<file path="src/rtl/core_pkg.sv">
package core_pkg;

    // Default widths of the fetch and issue paths
    localparam int FETCH_WIDTH = 4;
    localparam int ISSUE_WIDTH = 2;
    localparam int IB_DEPTH    = 8;

    typedef logic [31:0] word_t;
    typedef logic [4:0]  reg_addr_t;
    typedef logic [31:0] instr_t;

    // Entries freed per cycle, sized to hold a full fetch bundle
    typedef logic [$clog2(FETCH_WIDTH + 1)-1:0] credit_t;

    typedef enum logic [2:0] {
        OP_NOP  = 3'd0,
        OP_ADD  = 3'd1,
        OP_SUB  = 3'd2,
        OP_AND  = 3'd3,
        OP_OR   = 3'd4,
        OP_XOR  = 3'd5,
        OP_ADDI = 3'd6,
        OP_RSVD = 3'd7
    } op_e;

    typedef struct packed {
        logic   valid;
        word_t  pc;
        instr_t instr;
    } fetch_slot_t;

    // Decoded lane, imm already sign-extended
    typedef struct packed {
        logic      valid;
        op_e       op;
        logic      we;
        reg_addr_t rd;
        reg_addr_t rj;
        reg_addr_t rk;
        word_t     imm;
        word_t     pc;
    } uop_t;

    typedef struct packed {
        logic      valid;
        op_e       op;
        logic      we;
        reg_addr_t rd;
        word_t     pc;
        word_t     a;
        word_t     b;
    } issue_t;

    // Result of one lane, also used as a forwarding source
    typedef struct packed {
        logic      valid;
        logic      we;
        reg_addr_t rd;
        word_t     pc;
        word_t     data;
    } result_t;

    typedef struct packed {
        logic      valid;
        logic      we;
        word_t     pc;
        reg_addr_t wnum;
        word_t     wdata;
    } commit_t;

endpackage
</file>
<file path="src/rtl/exec_stage.sv">
`timescale 1ns/10ps

module exec_stage
    import core_pkg::*;
(
    input  logic                        clk,
    input  logic                        reset_i,
    input  issue_t  [ISSUE_WIDTH-1:0]   issue_i,
    output result_t [ISSUE_WIDTH-1:0]   ex_fwd_o,
    output result_t [ISSUE_WIDTH-1:0]   wb_o
);

    function automatic word_t alu(op_e op, word_t a, word_t b);
        word_t res;
        case (op)
            OP_ADD, OP_ADDI: res = a + b;
            OP_SUB:          res = a - b;
            OP_AND:          res = a & b;
            OP_OR:           res = a | b;
            OP_XOR:          res = a ^ b;
            default:         res = '0;
        endcase
        return res;
    endfunction

    // Results of the packet in execute, visible to dispatch this cycle
    always_comb begin
        for (int l = 0; l < ISSUE_WIDTH; l++) begin
            ex_fwd_o[l].valid = issue_i[l].valid;
            ex_fwd_o[l].we    = issue_i[l].valid && issue_i[l].we;
            ex_fwd_o[l].rd    = issue_i[l].rd;
            ex_fwd_o[l].pc    = issue_i[l].pc;
            ex_fwd_o[l].data  = alu(issue_i[l].op, issue_i[l].a, issue_i[l].b);
        end
    end

    always_ff @(posedge clk) begin
        if (reset_i) begin
            for (int l = 0; l < ISSUE_WIDTH; l++) begin
                wb_o[l].valid <= 1'b0;
                wb_o[l].we    <= 1'b0;
            end
        end else begin
            wb_o <= ex_fwd_o;
        end
    end

endmodule

</file>
<file path="config.mk">
export PLATFORM = sky130hd
export DESIGN_NAME = exec_stage
export DESIGN_NICKNAME = d
export VERILOG_FILES = /design/src/rtl/core_pkg.sv /design/src/rtl/exec_stage.sv
export SDC_FILE = /design/constraint.sdc
export NUM_CORES = 1
export LEC_CHECK = 0
export BUFFER_PORTS_ARGS = -buffer_cell sky130_fd_sc_hd__buf_2
export CORE_AREA = 3 3 193 195
export CTS_BUF_LIST = sky130_fd_sc_hd__clkbuf_8
export DETAILED_ROUTE_END_ITERATION = 6
export DIE_AREA = 0 0 196 198
export PLACE_DENSITY = 0.71
export SLEW_MARGIN = 20
export SYNTH_ARGS = -nofsm -noshare
export SYNTH_HDL_FRONTEND = slang
export SYNTH_SLANG_ARGS = --single-unit
export TNS_END_PERCENT = 1
</file>
<file path="constraint.sdc">
create_clock -name clk -period 23.7 [get_ports clk]
set_input_delay 7.11 -clock clk [delete_from_list [all_inputs] [get_ports clk]]
set_output_delay 7.11 -clock clk [all_outputs]
set_load 0.005 [all_outputs]
</file>
# ---- Word level (Yosys, flattened, before mapping)
# Cells that the tools add are included.
dict set report word_totals {
  romBits 0
  ramBits 0
  n_memories 0
  out_inout_bits 284
  ff_bits 142
  input_bits 214
  latchBits 0
}
dict set report classes {
  n_lt_le_gt_ge 0
  n_mul 0
  n_reduce_logical 4
  n_div 0
  eq_ne 12
  shift 0
  bitwise_logic 6
  add_sub_neg 4
  mux 2
}
# op n
set op_table {}
lappend op_table {{32-bit case mux with 5 select lines} 2}
lappend op_table {{32-bit adder} 2}
lappend op_table {{32-bit bitwise AND} 2}
lappend op_table {{32-bit bitwise OR} 2}
lappend op_table {{32-bit subtractor} 2}
lappend op_table {{32-bit bitwise XOR} 2}
lappend op_table {{3-bit equality test, second input constant} 6}
lappend op_table {{3-bit by 2-bit equality test with 1-bit output, second input constant} 4}
lappend op_table {{3-bit by 1-bit equality test with 1-bit output, second input constant} 2}
lappend op_table {{2-bit OR reduction} 2}
lappend op_table {{1-bit logical AND} 2}

# ---- Depth between registers and ports, before layout
# Gate-level depths: netlist of run 1.
dict set report depth {
  depth_word 3
  mapped_depth 18
  depth_no_buf 17
}

# ---- Worst setup path after synthesis of run 1
# OpenSTA, ideal clock, no wires.
dict set report synth_path {
  kind {input port to output port}
  startpoint {in issue_i[4] in the netlist's numbering}
  endpoint {out ex_fwd_o[25] in the netlist's numbering}
  path_slack_ns 6.184
  arrival_ns 10.406
  cell_stages 17
  cell_sequence {or4_4 > nor3_4 > nand3_1 > nor2b_1 > a31oi_1 > xnor2_1 > ha_1 > clkbuf_1 > and2_1 > a221oi_1 > o21ai_1 > a21oi_1 > o21ai_1 > o21a_1 > o21a_1 > o21a_1 > o31ai_1}
}
# element line_no
set synth_lines {}
lappend synth_lines {{start, declared} exec_stage.sv:8} ;# input issue_t [ISSUE_WIDTH-1:0] issue_i,
lappend synth_lines {{end, declared} exec_stage.sv:9} ;# output result_t [ISSUE_WIDTH-1:0] ex_fwd_o,

==> results of run 1 <==
[layout by cell type, fill, tap and decap left out, types with 8 or more instances in the layout]
cell type and instances:
edfxtp_1 138, inv_1 146, clkbuf_8 17, o21ai_1 8, o21ai_0 85, a31oi_1 20
xnor2_1 87, nand2b_1 11, o21a_1 8, a22o_1 31, nor4_1 9, o31ai_1 13
o221ai_1 29, diode_2 8, and2_1 11, ha_1 192, nor2b_1 18, buf_4 9
o21bai_1 11, nor3_1 15, nand4_1 11, nand3_1 14, nand2_1 109, a21o_1 43
buf_2 497, a21oi_1 85, xor2_1 27, o41ai_1 8, a22oi_1 25, nor2_1 48
[cell usage after synthesis (all sizes together) (3+ instances only)]
library cell and instances:
ha 192, inv 147, edfxtp 138, nand2 111
o21ai 95, xnor2 87, a21oi 86, buf 79
clkbuf 53, nor2 50, a21o 43, a22o 31
o221ai 29, xor2 27, a22oi 25, a31oi 20
nor2b 19, nor3 16, nand3 14, o31ai 13
and2 11, nand2b 11, nand4 11, o21bai 11
nor4 10, o41ai 9, a211oi 8, and3 8
o21a 8, or3 6, a41oi 4, dfxtp 4
o211ai 4, a21boi 3, a221oi 3, mux2i 3
nand3b 3, o2111ai 3, o311ai 3
[critical path, cell delays in order]
cell and delay (ns):
buf_2 0.16, nor2b_2 0.29, buf_4 0.39, nand2b_1 0.45, nand2_1 0.17, o21ai_0 0.16, fa_1 0.48, nor2b_1 0.21
o31a_1 0.23, o311ai_2 0.12, a211oi_1 0.52, a211oi_2 0.20, o41ai_1 0.57, o41ai_1 0.14, xor2_1 0.18, o221ai_1 0.25
buf_2 0.18
[routing by layer]
metal | wire length (µm) | vias up | part of all wire [%]
li1 | - | 5828 | -
met1 | 18700 | 5753 | 43
met3 | 2980 | 51 | 6.8
met5 | 0 | - | 0
met2 | 21200 | 519 | 48
met4 | 1070 | 0 | 2.4
[final timing paths]
kind | from | end | cells past startpoint
setup / recovery | issue_i[209] | ex_fwd_o[99] | 17
hold / removal | issue_i[174] | wb_o[107] | 1
[power groups by stage]
| stage | logic [W] | registers (W) | clock network [W] |
|---|---|---|---|
| 3_3_place_gp | 0.000313 | 0.000320 | 0 |
| 2_1_floorplan | 0.000187 | 0.000325 | 0 |
| 5_1_grt | 0.000354 | 0.000318 | 0.000218 |
| 6_report | 0.000322 | 0.000315 | 0.000204 |
| 3_5_place_dp | 0.000318 | 0.000321 | 0 |
| 4_1_cts | 0.000320 | 0.000315 | 0.000209 |
[layout make-up]
| cell class | instances | area (µm²) | share of cell area [%] |
|---|---|---|---|
| antenna | 8 | 20.0 | 0.126 |
| clock buffer | 17 | 234 | 1.47 |
| clock inverter | 14 | 146 | 0.921 |
| timing repair buffer | 506 | 2550 | 16.1 |
| inverter | 147 | 557 | 3.50 |
| tap | 461 | 577 | 3.63 |
| multi-input combinational | 996 | 7580 | 47.7 |
| sequential | 142 | 4220 | 26.6 |
[logic make-up after synthesis]
kind of cell	share of synthesized area, %
AOI/OAI and AO/OA	21.0
buffers and inverters	10.2
and+or+nand+nor	10.2
adders and majority gates	18.6
DFF	32.2
xor gates and xnor gates	7.61
muxes	0.229
[per-stage QoR]
stage                     utilization (%)  power (W)  hold slack [ns]
after floorplan                         -   0.000512             7.18
after global placement               43.5   0.000633             7.30
after detailed placement             43.5   0.000639             7.30
after CTS                            44.6   0.000844             6.75
after global routing                 44.7   0.000890             6.76
final                                44.7   0.000840             6.79
==> flow_summary.yaml, run 1 <==
outcome:
  status: "finished, final reports clean"
synthesis:
  yosysTopAreaCellShare_pct: 31.6
  yosysTopAreaCell: "edfxtp_1"
  syn_area_per_cell_um2: 9.26
  yosys_warnings: 0
  synth_seq_area_share_pct: 32.2
  synthCells: 1417
  synth.cell_area_um2: 13100
  synthesis.nets: 1825
  ys_ff_latch: 142
  synthFlopType: "edfxtp_1"
  ys_types: 64
  synth_edf_count: 138
  synth.area.top_cells: "edfxtp_1 (32%), ha_1 (18%), xnor2_1 (5.8%)"
  synth-async-reset-ratio_pct: 0
detailed_routing:
  finalWirelength_mm: 44.0
  wl_per_cell_um: 19.2
  drtAntennaViolNets: 0
  vias: 12200
  dr.pass1.iters: 6
  drt_iter0_markers: 891
  drc_errors: 0
  via_per_inst: 5.30
place:
  port_buffers: 497
  place_area_um2: 15500
  dp.final_hpwl_mm: 35.5
  placed_cells: 2252
  dp_slack_ns: 4.82
  globalplace.congestion: 0.956
final_layout:
  fillers: 3526
  layout-drive-gt1-share_pct: 30.6
  nets: 2218
  syn2layout_area_growth_pct: 21.1
  final_area_um2: 15900
  reg_top3: "wb_o (142)"
  largest_register_ffs: 142
  stdcell_count: 2291
  regMostFlops: "wb_o"
clock_network:
  cts.hold.buffers_added: 0
  cts_max_level: 4
  cts_buffer_depth: 2
  ctsResizeCount: 0
  root_buffer: "clkbuf_8"
  path_clk_slew_ns: 0.10
  cts_tree: "built"
  cts_buffers: 17
  clock-sinks: 142
  post_cts_buffers: 0
timing:
  finalSetupViolCount: 0
  clock.fmax_ghz: 0.0528
  drv_slew: 0
  period_minus_slack_ns: 18.95
  finalHoldViolCount: 0
  setup_tns_ns: 0
  tightest_slew_ns: 1.10
  relSlewSlack_pct: 26.7
  fin_crit_sh_pct: 80.0
  rsz0062_at_grt: "no"
  final.setup.worst_slack_ns: 4.75
global_routing:
  met1_usage_pct: 28.4
  grtUsageTotal_pct: 21.5
  grt_busiest_layer: "met2"
  grt-ovfl-total: 0
  antenna_found_initial: 9
  grt_use_met3_pct: 3.30
  grt_pass1_vias: 11800
  use_met2_pct: 36.3
  grt_pass1_wl_mm: 66.2
  grt_max_degree: 78
worst_setup_path:
  crit_fanout: 29
  start_kind: "input port"
  critPathArrivalTime_ns: 11.84
  setup.worst_path.end_class: "output port"
  worstPathRequired_ns: 16.59
  crit_type: "in -> out"
floorplanning:
  num_rows: 69
  die_w_um: 196
  die-height_um: 198
  io_pins: 498
  core_area_um2: 35600
  design.die.area_um2: 38800
  start_util_pct: 36.9
pwr:
  power-per-cell-area_nw_per_um2: 52.9
  p_leak_nw: 7.71
  switching_share_pct: 37.2
  peakVddDrop_uv: 33.0
  combPwrFrac_pct: 38.3
  clockPowerShare_pct: 24.2
  internal_power_w: 0.000528
  seqPwrFrac_pct: 37.5
  p_sw_w: 0.000312
hold_path:
  hold_path_class: "in -> reg"
job:
  cap_violations: 0
No activity file was read; power rests on OpenSTA's default activity.
==> run 2, diff against run 1 <==
--- a/config.mk
+++ b/config.mk
@@ -6,10 +6,10 @@
 export NUM_CORES = 1
 export LEC_CHECK = 0
 export BUFFER_PORTS_ARGS = -buffer_cell sky130_fd_sc_hd__buf_2
-export CORE_AREA = 3 3 193 195
+export CORE_AREA = 3 3 194 196
 export CTS_BUF_LIST = sky130_fd_sc_hd__clkbuf_8
 export DETAILED_ROUTE_END_ITERATION = 6
-export DIE_AREA = 0 0 196 198
+export DIE_AREA = 0 0 197 199
 export PLACE_DENSITY = 0.71
 export SLEW_MARGIN = 20
 export SYNTH_ARGS = -nofsm -noshare
==> constraint.sdc (replaced) <==
create_clock -name clk -period 18.41 [get_ports clk]
set_input_delay 5.523 -clock clk [delete_from_list [all_inputs] [get_ports clk]]
set_output_delay 5.523 -clock clk [all_outputs]
set_load 0.005 [all_outputs]
==> run 2 against run 1 <==
Worst hold slack worse by 1.6 ns. Clock power is 23% higher. Critical path type unchanged. Critical path depth rose by 1. Via count up 1.0%. Routed wire length shrank 0.15%. Final area hardly changed. Worst setup slack worse by 2.3 ns. Combinational power up 28%. Non-clock buffer count rose by 1. Total power increased by 28%. Sequential cell count unchanged. Final cell count rose by 0.17%.
==> flow_summary.yaml, run 2 (same netlist as run 1, synthesis figures left out) <==
timing:
  drv_slew: 0
  fin_crit_sh_pct: 86.6
  rsz0062_at_grt: "no"
  clock.fmax_ghz: 0.0628
  whs_ns: 5.19
  relSlewSlack_pct: 22.7
  period_minus_slack_ns: 15.94
  setup_tns_ns: 0
  finalSetupViolCount: 0
  tightest_slew_ns: 1.15
  finalHoldViolCount: 0
final_layout:
  regMostFlops: "wb_o"
  mostFrequentLayoutCells: "buf_2 (497), ha_1 (192), inv_1 (147)"
  final_util_pct: 43.8
  layout-drive-gt1-share_pct: 30.5
  nets: 2219
  stdcell_count: 2295
  reg_top3: "wb_o (142)"
  mostFrequentLayoutCell: "buf_2"
  fillers: 3603
  largest_register_ffs: 142
  multi_input_area_um2: 7580
  syn2layout_area_growth_pct: 21.0
  seqCellArea_um2: 4220
clock_network:
  cts_buffers: 17
  cts_buffer_depth: 2
  cts_max_level: 4
  path_clk_slew_ns: 0.10
  post_cts_buffers: 0
  ctsResizeCount: 0
  root_buffer: "clkbuf_8"
  clock-sinks: 142
  cts_tree: "built"
  cts.hold.buffers_added: 0
global_routing:
  grt_pass1_wl_mm: 65.2
  grtUsageTotal_pct: 21.1
  grt-ovfl-total: 0
  grt_pass1_vias: 11800
  antenna_found_initial: 3
  grt_max_degree: 73
worst_setup_path:
  cp_top_family: "simple AND/OR/NAND/NOR gates"
  critical_path_buf_inv_count: 4
  max_stage_delay_ns: 0.67
  worstPathRequired_ns: 12.89
  critPathArrivalTime_ns: 10.41
  start_kind: "input port"
  crit_fanout: 69
  crit_path_top_delay_cell: "nor2_1"
  cp_common_cell: "a21oi_1"
  crit_chain: "buf_2 -> buf_4 -> nand2b_1 -> nor2_1 -> buf_4 -> a31oi_1 -> xnor2_1 -> ha_1 -> a21o_1 -> a21oi_1 -> a21oi_1 -> o21ai_0 -> a21oi_1 -> nand2b_1 -> nor4_1 -> nor4_1 -> o31ai_1 -> buf_2"
  setup.worst_path.end_class: "output port"
  crit_type: "in -> out"
hold_path:
  hold_path_class: "in -> reg"
place:
  port_buffers: 497
  placed_cells: 2260
  dp.final_hpwl_mm: 35.1
  globalplace.congestion: 0.923
detailed_routing:
  via_per_inst: 5.35
  drc_errors: 0
  drt_iter0_markers: 854
  wl_per_cell_um: 19.1
  drtAntennaViolNets: 0
  finalWirelength_mm: 43.9
  vias: 12300
  dr.pass1.iters: 5
pwr:
  peakVddDrop_uv: 43.7
  p_sw_w: 0.000406
  clockPowerShare_pct: 23.4
  seqPwrFrac_pct: 38.1
  switching_share_pct: 37.8
  internal_power_w: 0.000667
  combPwrFrac_pct: 38.6
  power-per-cell-area_nw_per_um2: 67.5
  p_leak_nw: 7.70
outcome:
  status: "finished, final reports clean"
floorplanning:
  start_util_pct: 36.2
  core_area_um2: 36300
  die-height_um: 199
  num_rows: 70
  die_w_um: 197
  io_pins: 498
  design.die.area_um2: 39200
job:
  cap_violations: 0
-- run 2: cell count changes in the layout (fill, tap and decap cells not counted), sizes merged --
cell	change
buf	+1
diode	-5
clkinvlp	+1
inv	+1
bufinv	-1
-- run 2: final cells by class --
type,count,share of cell area [%]
flip-flops and latches,142,26.6
multi-input cells,996,47.7
well taps,468,3.69
clock buffers,17,1.47
inverters,147,3.51
repair buffers,507,16.1
diodes,3,0.0473
clock inverters,15,0.804
-- run 2: path summary, 6_finish.rpt --
| check | depth (start not counted) | to | start | slack (ns) |
|---|---|---|---|---|
| worst max-delay path | 18 | ex_fwd_o[30] | issue_i[102] | 2.47 |
| worst min-delay path | 1 | wb_o[132] | issue_i[199] | 5.19 |
-- run 2: power groups by stage --
stage                     sequential, W  clock (W)  combinational, W
after floorplan                0.000419          0          0.000240
after detailed placement       0.000416          0          0.000408
final                          0.000408   0.000250          0.000413
after global placement         0.000415          0          0.000403
after global routing           0.000412   0.000268          0.000455
after CTS                      0.000409   0.000256          0.000411
-- run 2: metrics by stage --
stage	area (µm²)	setup WS [ns]	power, W
floorplan	13100	4.07	0.000659
global placement	15500	2.74	0.000818
detailed placement	15500	2.65	0.000824
CTS	15900	2.62	0.00108
global route	15900	2.05	0.00113
finish	15900	2.47	0.00107
-- run 2: layer usage --
layer / vias to the layer above / routed length [µm] / GRT usage, %
li1: 5829 / - / -
met1: 5874 / 19100 / 27.7
met2: 533 / 21100 / 35.7
met3: 39 / 2940 / 3.61
met4: 0 / 786 / 6.31
met5: - / 0 / 0
==> run 3, diff against run 2 <==
--- a/config.mk
+++ b/config.mk
@@ -6,10 +6,10 @@
 export NUM_CORES = 1
 export LEC_CHECK = 0
 export BUFFER_PORTS_ARGS = -buffer_cell sky130_fd_sc_hd__buf_2
-export CORE_AREA = 3 3 194 196
+export CORE_AREA = 3 3 193 195
 export CTS_BUF_LIST = sky130_fd_sc_hd__clkbuf_8
 export DETAILED_ROUTE_END_ITERATION = 6
-export DIE_AREA = 0 0 197 199
+export DIE_AREA = 0 0 196 198
 export PLACE_DENSITY = 0.71
 export SLEW_MARGIN = 20
 export SYNTH_ARGS = -nofsm -noshare
==> constraint.sdc (replaced) <==
create_clock -name clk -period 19.9 [get_ports clk]
set_input_delay 5.97 -clock clk [delete_from_list [all_inputs] [get_ports clk]]
set_output_delay 5.97 -clock clk [all_outputs]
set_load 0.005 [all_outputs]
==> run 3 against run 2 <==
Core utilization increased by 0.86 points. Sequential power decreased by 8.1%. First-iteration DRC count increased by 4.3%. Sequential cell count unchanged. Clock-buffer cell count unchanged. Die area decreased by 1.0%. Final cell count decreased by 0.31%. Worst setup slack improved by 0.91 ns. Final area about the same. Global-route usage increased by 0.53 points. Worst hold slack improved by 0.46 ns. Critical endpoint is now ex_fwd_o[29]. Largest cell class unchanged.
==> flow_summary.yaml, run 3 (same netlist as run 1, synthesis figures left out) <==
detailed_routing:
  via_per_inst: 5.32
  drtAntennaViolNets: 0
  vias: 12200
  drc_errors: 0
  dr.pass1.iters: 5
  finalWirelength_mm: 43.7
  drt_iter0_markers: 891
  wl_per_cell_um: 19.1
final_layout:
  largest_register_ffs: 142
  seqCellArea_um2: 4220
  fillers: 3506
  multi_input_area_um2: 7580
  mostFrequentLayoutCell: "buf_2"
  final_util_pct: 44.7
  reg_top3: "wb_o (142)"
  syn2layout_area_growth_pct: 21.0
  nets: 2218
  regMostFlops: "wb_o"
  mostFrequentLayoutCells: "buf_2 (497), ha_1 (192), inv_1 (147)"
  layout-drive-gt1-share_pct: 30.6
pwr:
  p_total_w: 0.000998
  peakVddDrop_uv: 38.5
  p_leak_nw: 7.71
  power-per-cell-area_nw_per_um2: 62.8
floorplanning:
  start_util_pct: 36.9
  core_area_um2: 35600
  die_w_um: 196
  design.die.area_um2: 38800
  io_pins: 498
  die-height_um: 198
  num_rows: 69
timing:
  period_minus_slack_ns: 16.52
  tightest_slew_ns: 0.998
  finalSetupViolCount: 0
  clock.fmax_ghz: 0.0605
  relSlewSlack_pct: 32.8
  rsz0062_at_grt: "no"
  fin_crit_sh_pct: 83.0
  finalHoldViolCount: 0
  drv_slew: 0
  final.setup.worst_slack_ns: 3.38
  setup_tns_ns: 0
worst_setup_path:
  critPathArrivalTime_ns: 10.55
  setup.worst_path.end_class: "output port"
  worstPathRequired_ns: 13.93
  crit_fanout: 4
  start_kind: "input port"
  crit_type: "in -> out"
place:
  globalplace.congestion: 0.956
  dp.final_hpwl_mm: 35.2
  dp_slack_ns: 3.27
  port_buffers: 497
clock_network:
  clock-sinks: 142
  cts_max_level: 4
  cts_tree: "built"
  cts_buffers: 17
  path_clk_slew_ns: 0.10
  post_cts_buffers: 0
  ctsResizeCount: 0
  cts_buffer_depth: 2
  root_buffer: "clkbuf_8"
  cts.hold.buffers_added: 0
global_routing:
  antenna_found_initial: 5
  grt_pass1_wl_mm: 66.8
  grt_pass1_vias: 12000
  grt-ovfl-total: 0
  grt_max_degree: 78
  grtUsageTotal_pct: 21.6
hold_path:
  hold_path_class: "in -> reg"
outcome:
  status: "finished, final reports clean"
job:
  cap_violations: 0
run 3: cell count changes in the layout (fill, tap and decap cells not counted):
cell        previous run  this run
nor2_2                 0         2
o21a_2                 0         1
inv_8                  3         2
nor2_4                 1         0
inv_6                  6         7
o21a_1                 8         7
nor2_1                49        48
clkinvlp_4             5         4
diode_2                3         4
buf_4                 10         9
bufinv_16              0         1
run 3: area by class of cell:
| cell class | count | share of cell area (%) |
|---|---|---|
| diodes | 4 | 0.0630 |
| clock buffers | 17 | 1.47 |
| clock inverters | 15 | 0.930 |
| inverters | 147 | 3.51 |
| multi-input cells | 996 | 47.7 |
| flip-flops and latches | 142 | 26.6 |
| well taps | 461 | 3.63 |
| repair buffers | 506 | 16.1 |
run 3: power breakdown:
group          leakage [nW]  internal, W  switching, W
Sequential             1.38     0.000367    0.00000805
Combinational          6.15     0.000160      0.000222
Clock                 0.186     0.000102      0.000139
Total                  7.71     0.000629      0.000369
run 3: routing by layer:
metal  track usage [%]  vias up  routed length (µm)
met2              36.8      489               21300
met3              2.86       56                2550
met1              28.9     5808               18900
li1                  -     5820                   -
met4              6.42        0                 899
met5                 0        -                   0
run 3: critical path: stages:
cell      delay [ns]
buf_2           0.14
or4_4           0.57
nor3_4          0.20
nand3_1         0.15
nor2b_1         0.41
nand2_1         0.23
o31ai_1         0.30
xnor2_1         0.15
ha_1            0.29
a21oi_1         0.36
o21bai_1        0.12
a21o_1          0.18
a21oi_1         0.16
o21bai_1        0.10
nor3_1          0.38
o21ai_0         0.18
xnor2_1         0.15
o21ai_0         0.31
buf_2           0.19
run 3: path summary, 6_finish.rpt:
check	slack [ns]	to	startpoint	cells past startpoint
worst max-delay path	3.38	ex_fwd_o[29]	issue_i[4]	19
worst min-delay path	5.65	wb_o[110]	issue_i[177]	1
run 3: through the flow:
stage	area [µm²]	hold WS [ns]	std cells
2_1_floorplan	13100	6.04	1417
3_3_place_gp	15500	6.16	2252
3_5_place_dp	15500	6.16	2252
4_1_cts	15900	5.60	2284
5_1_grt	15900	5.61	2288
6_report	15900	5.65	2288
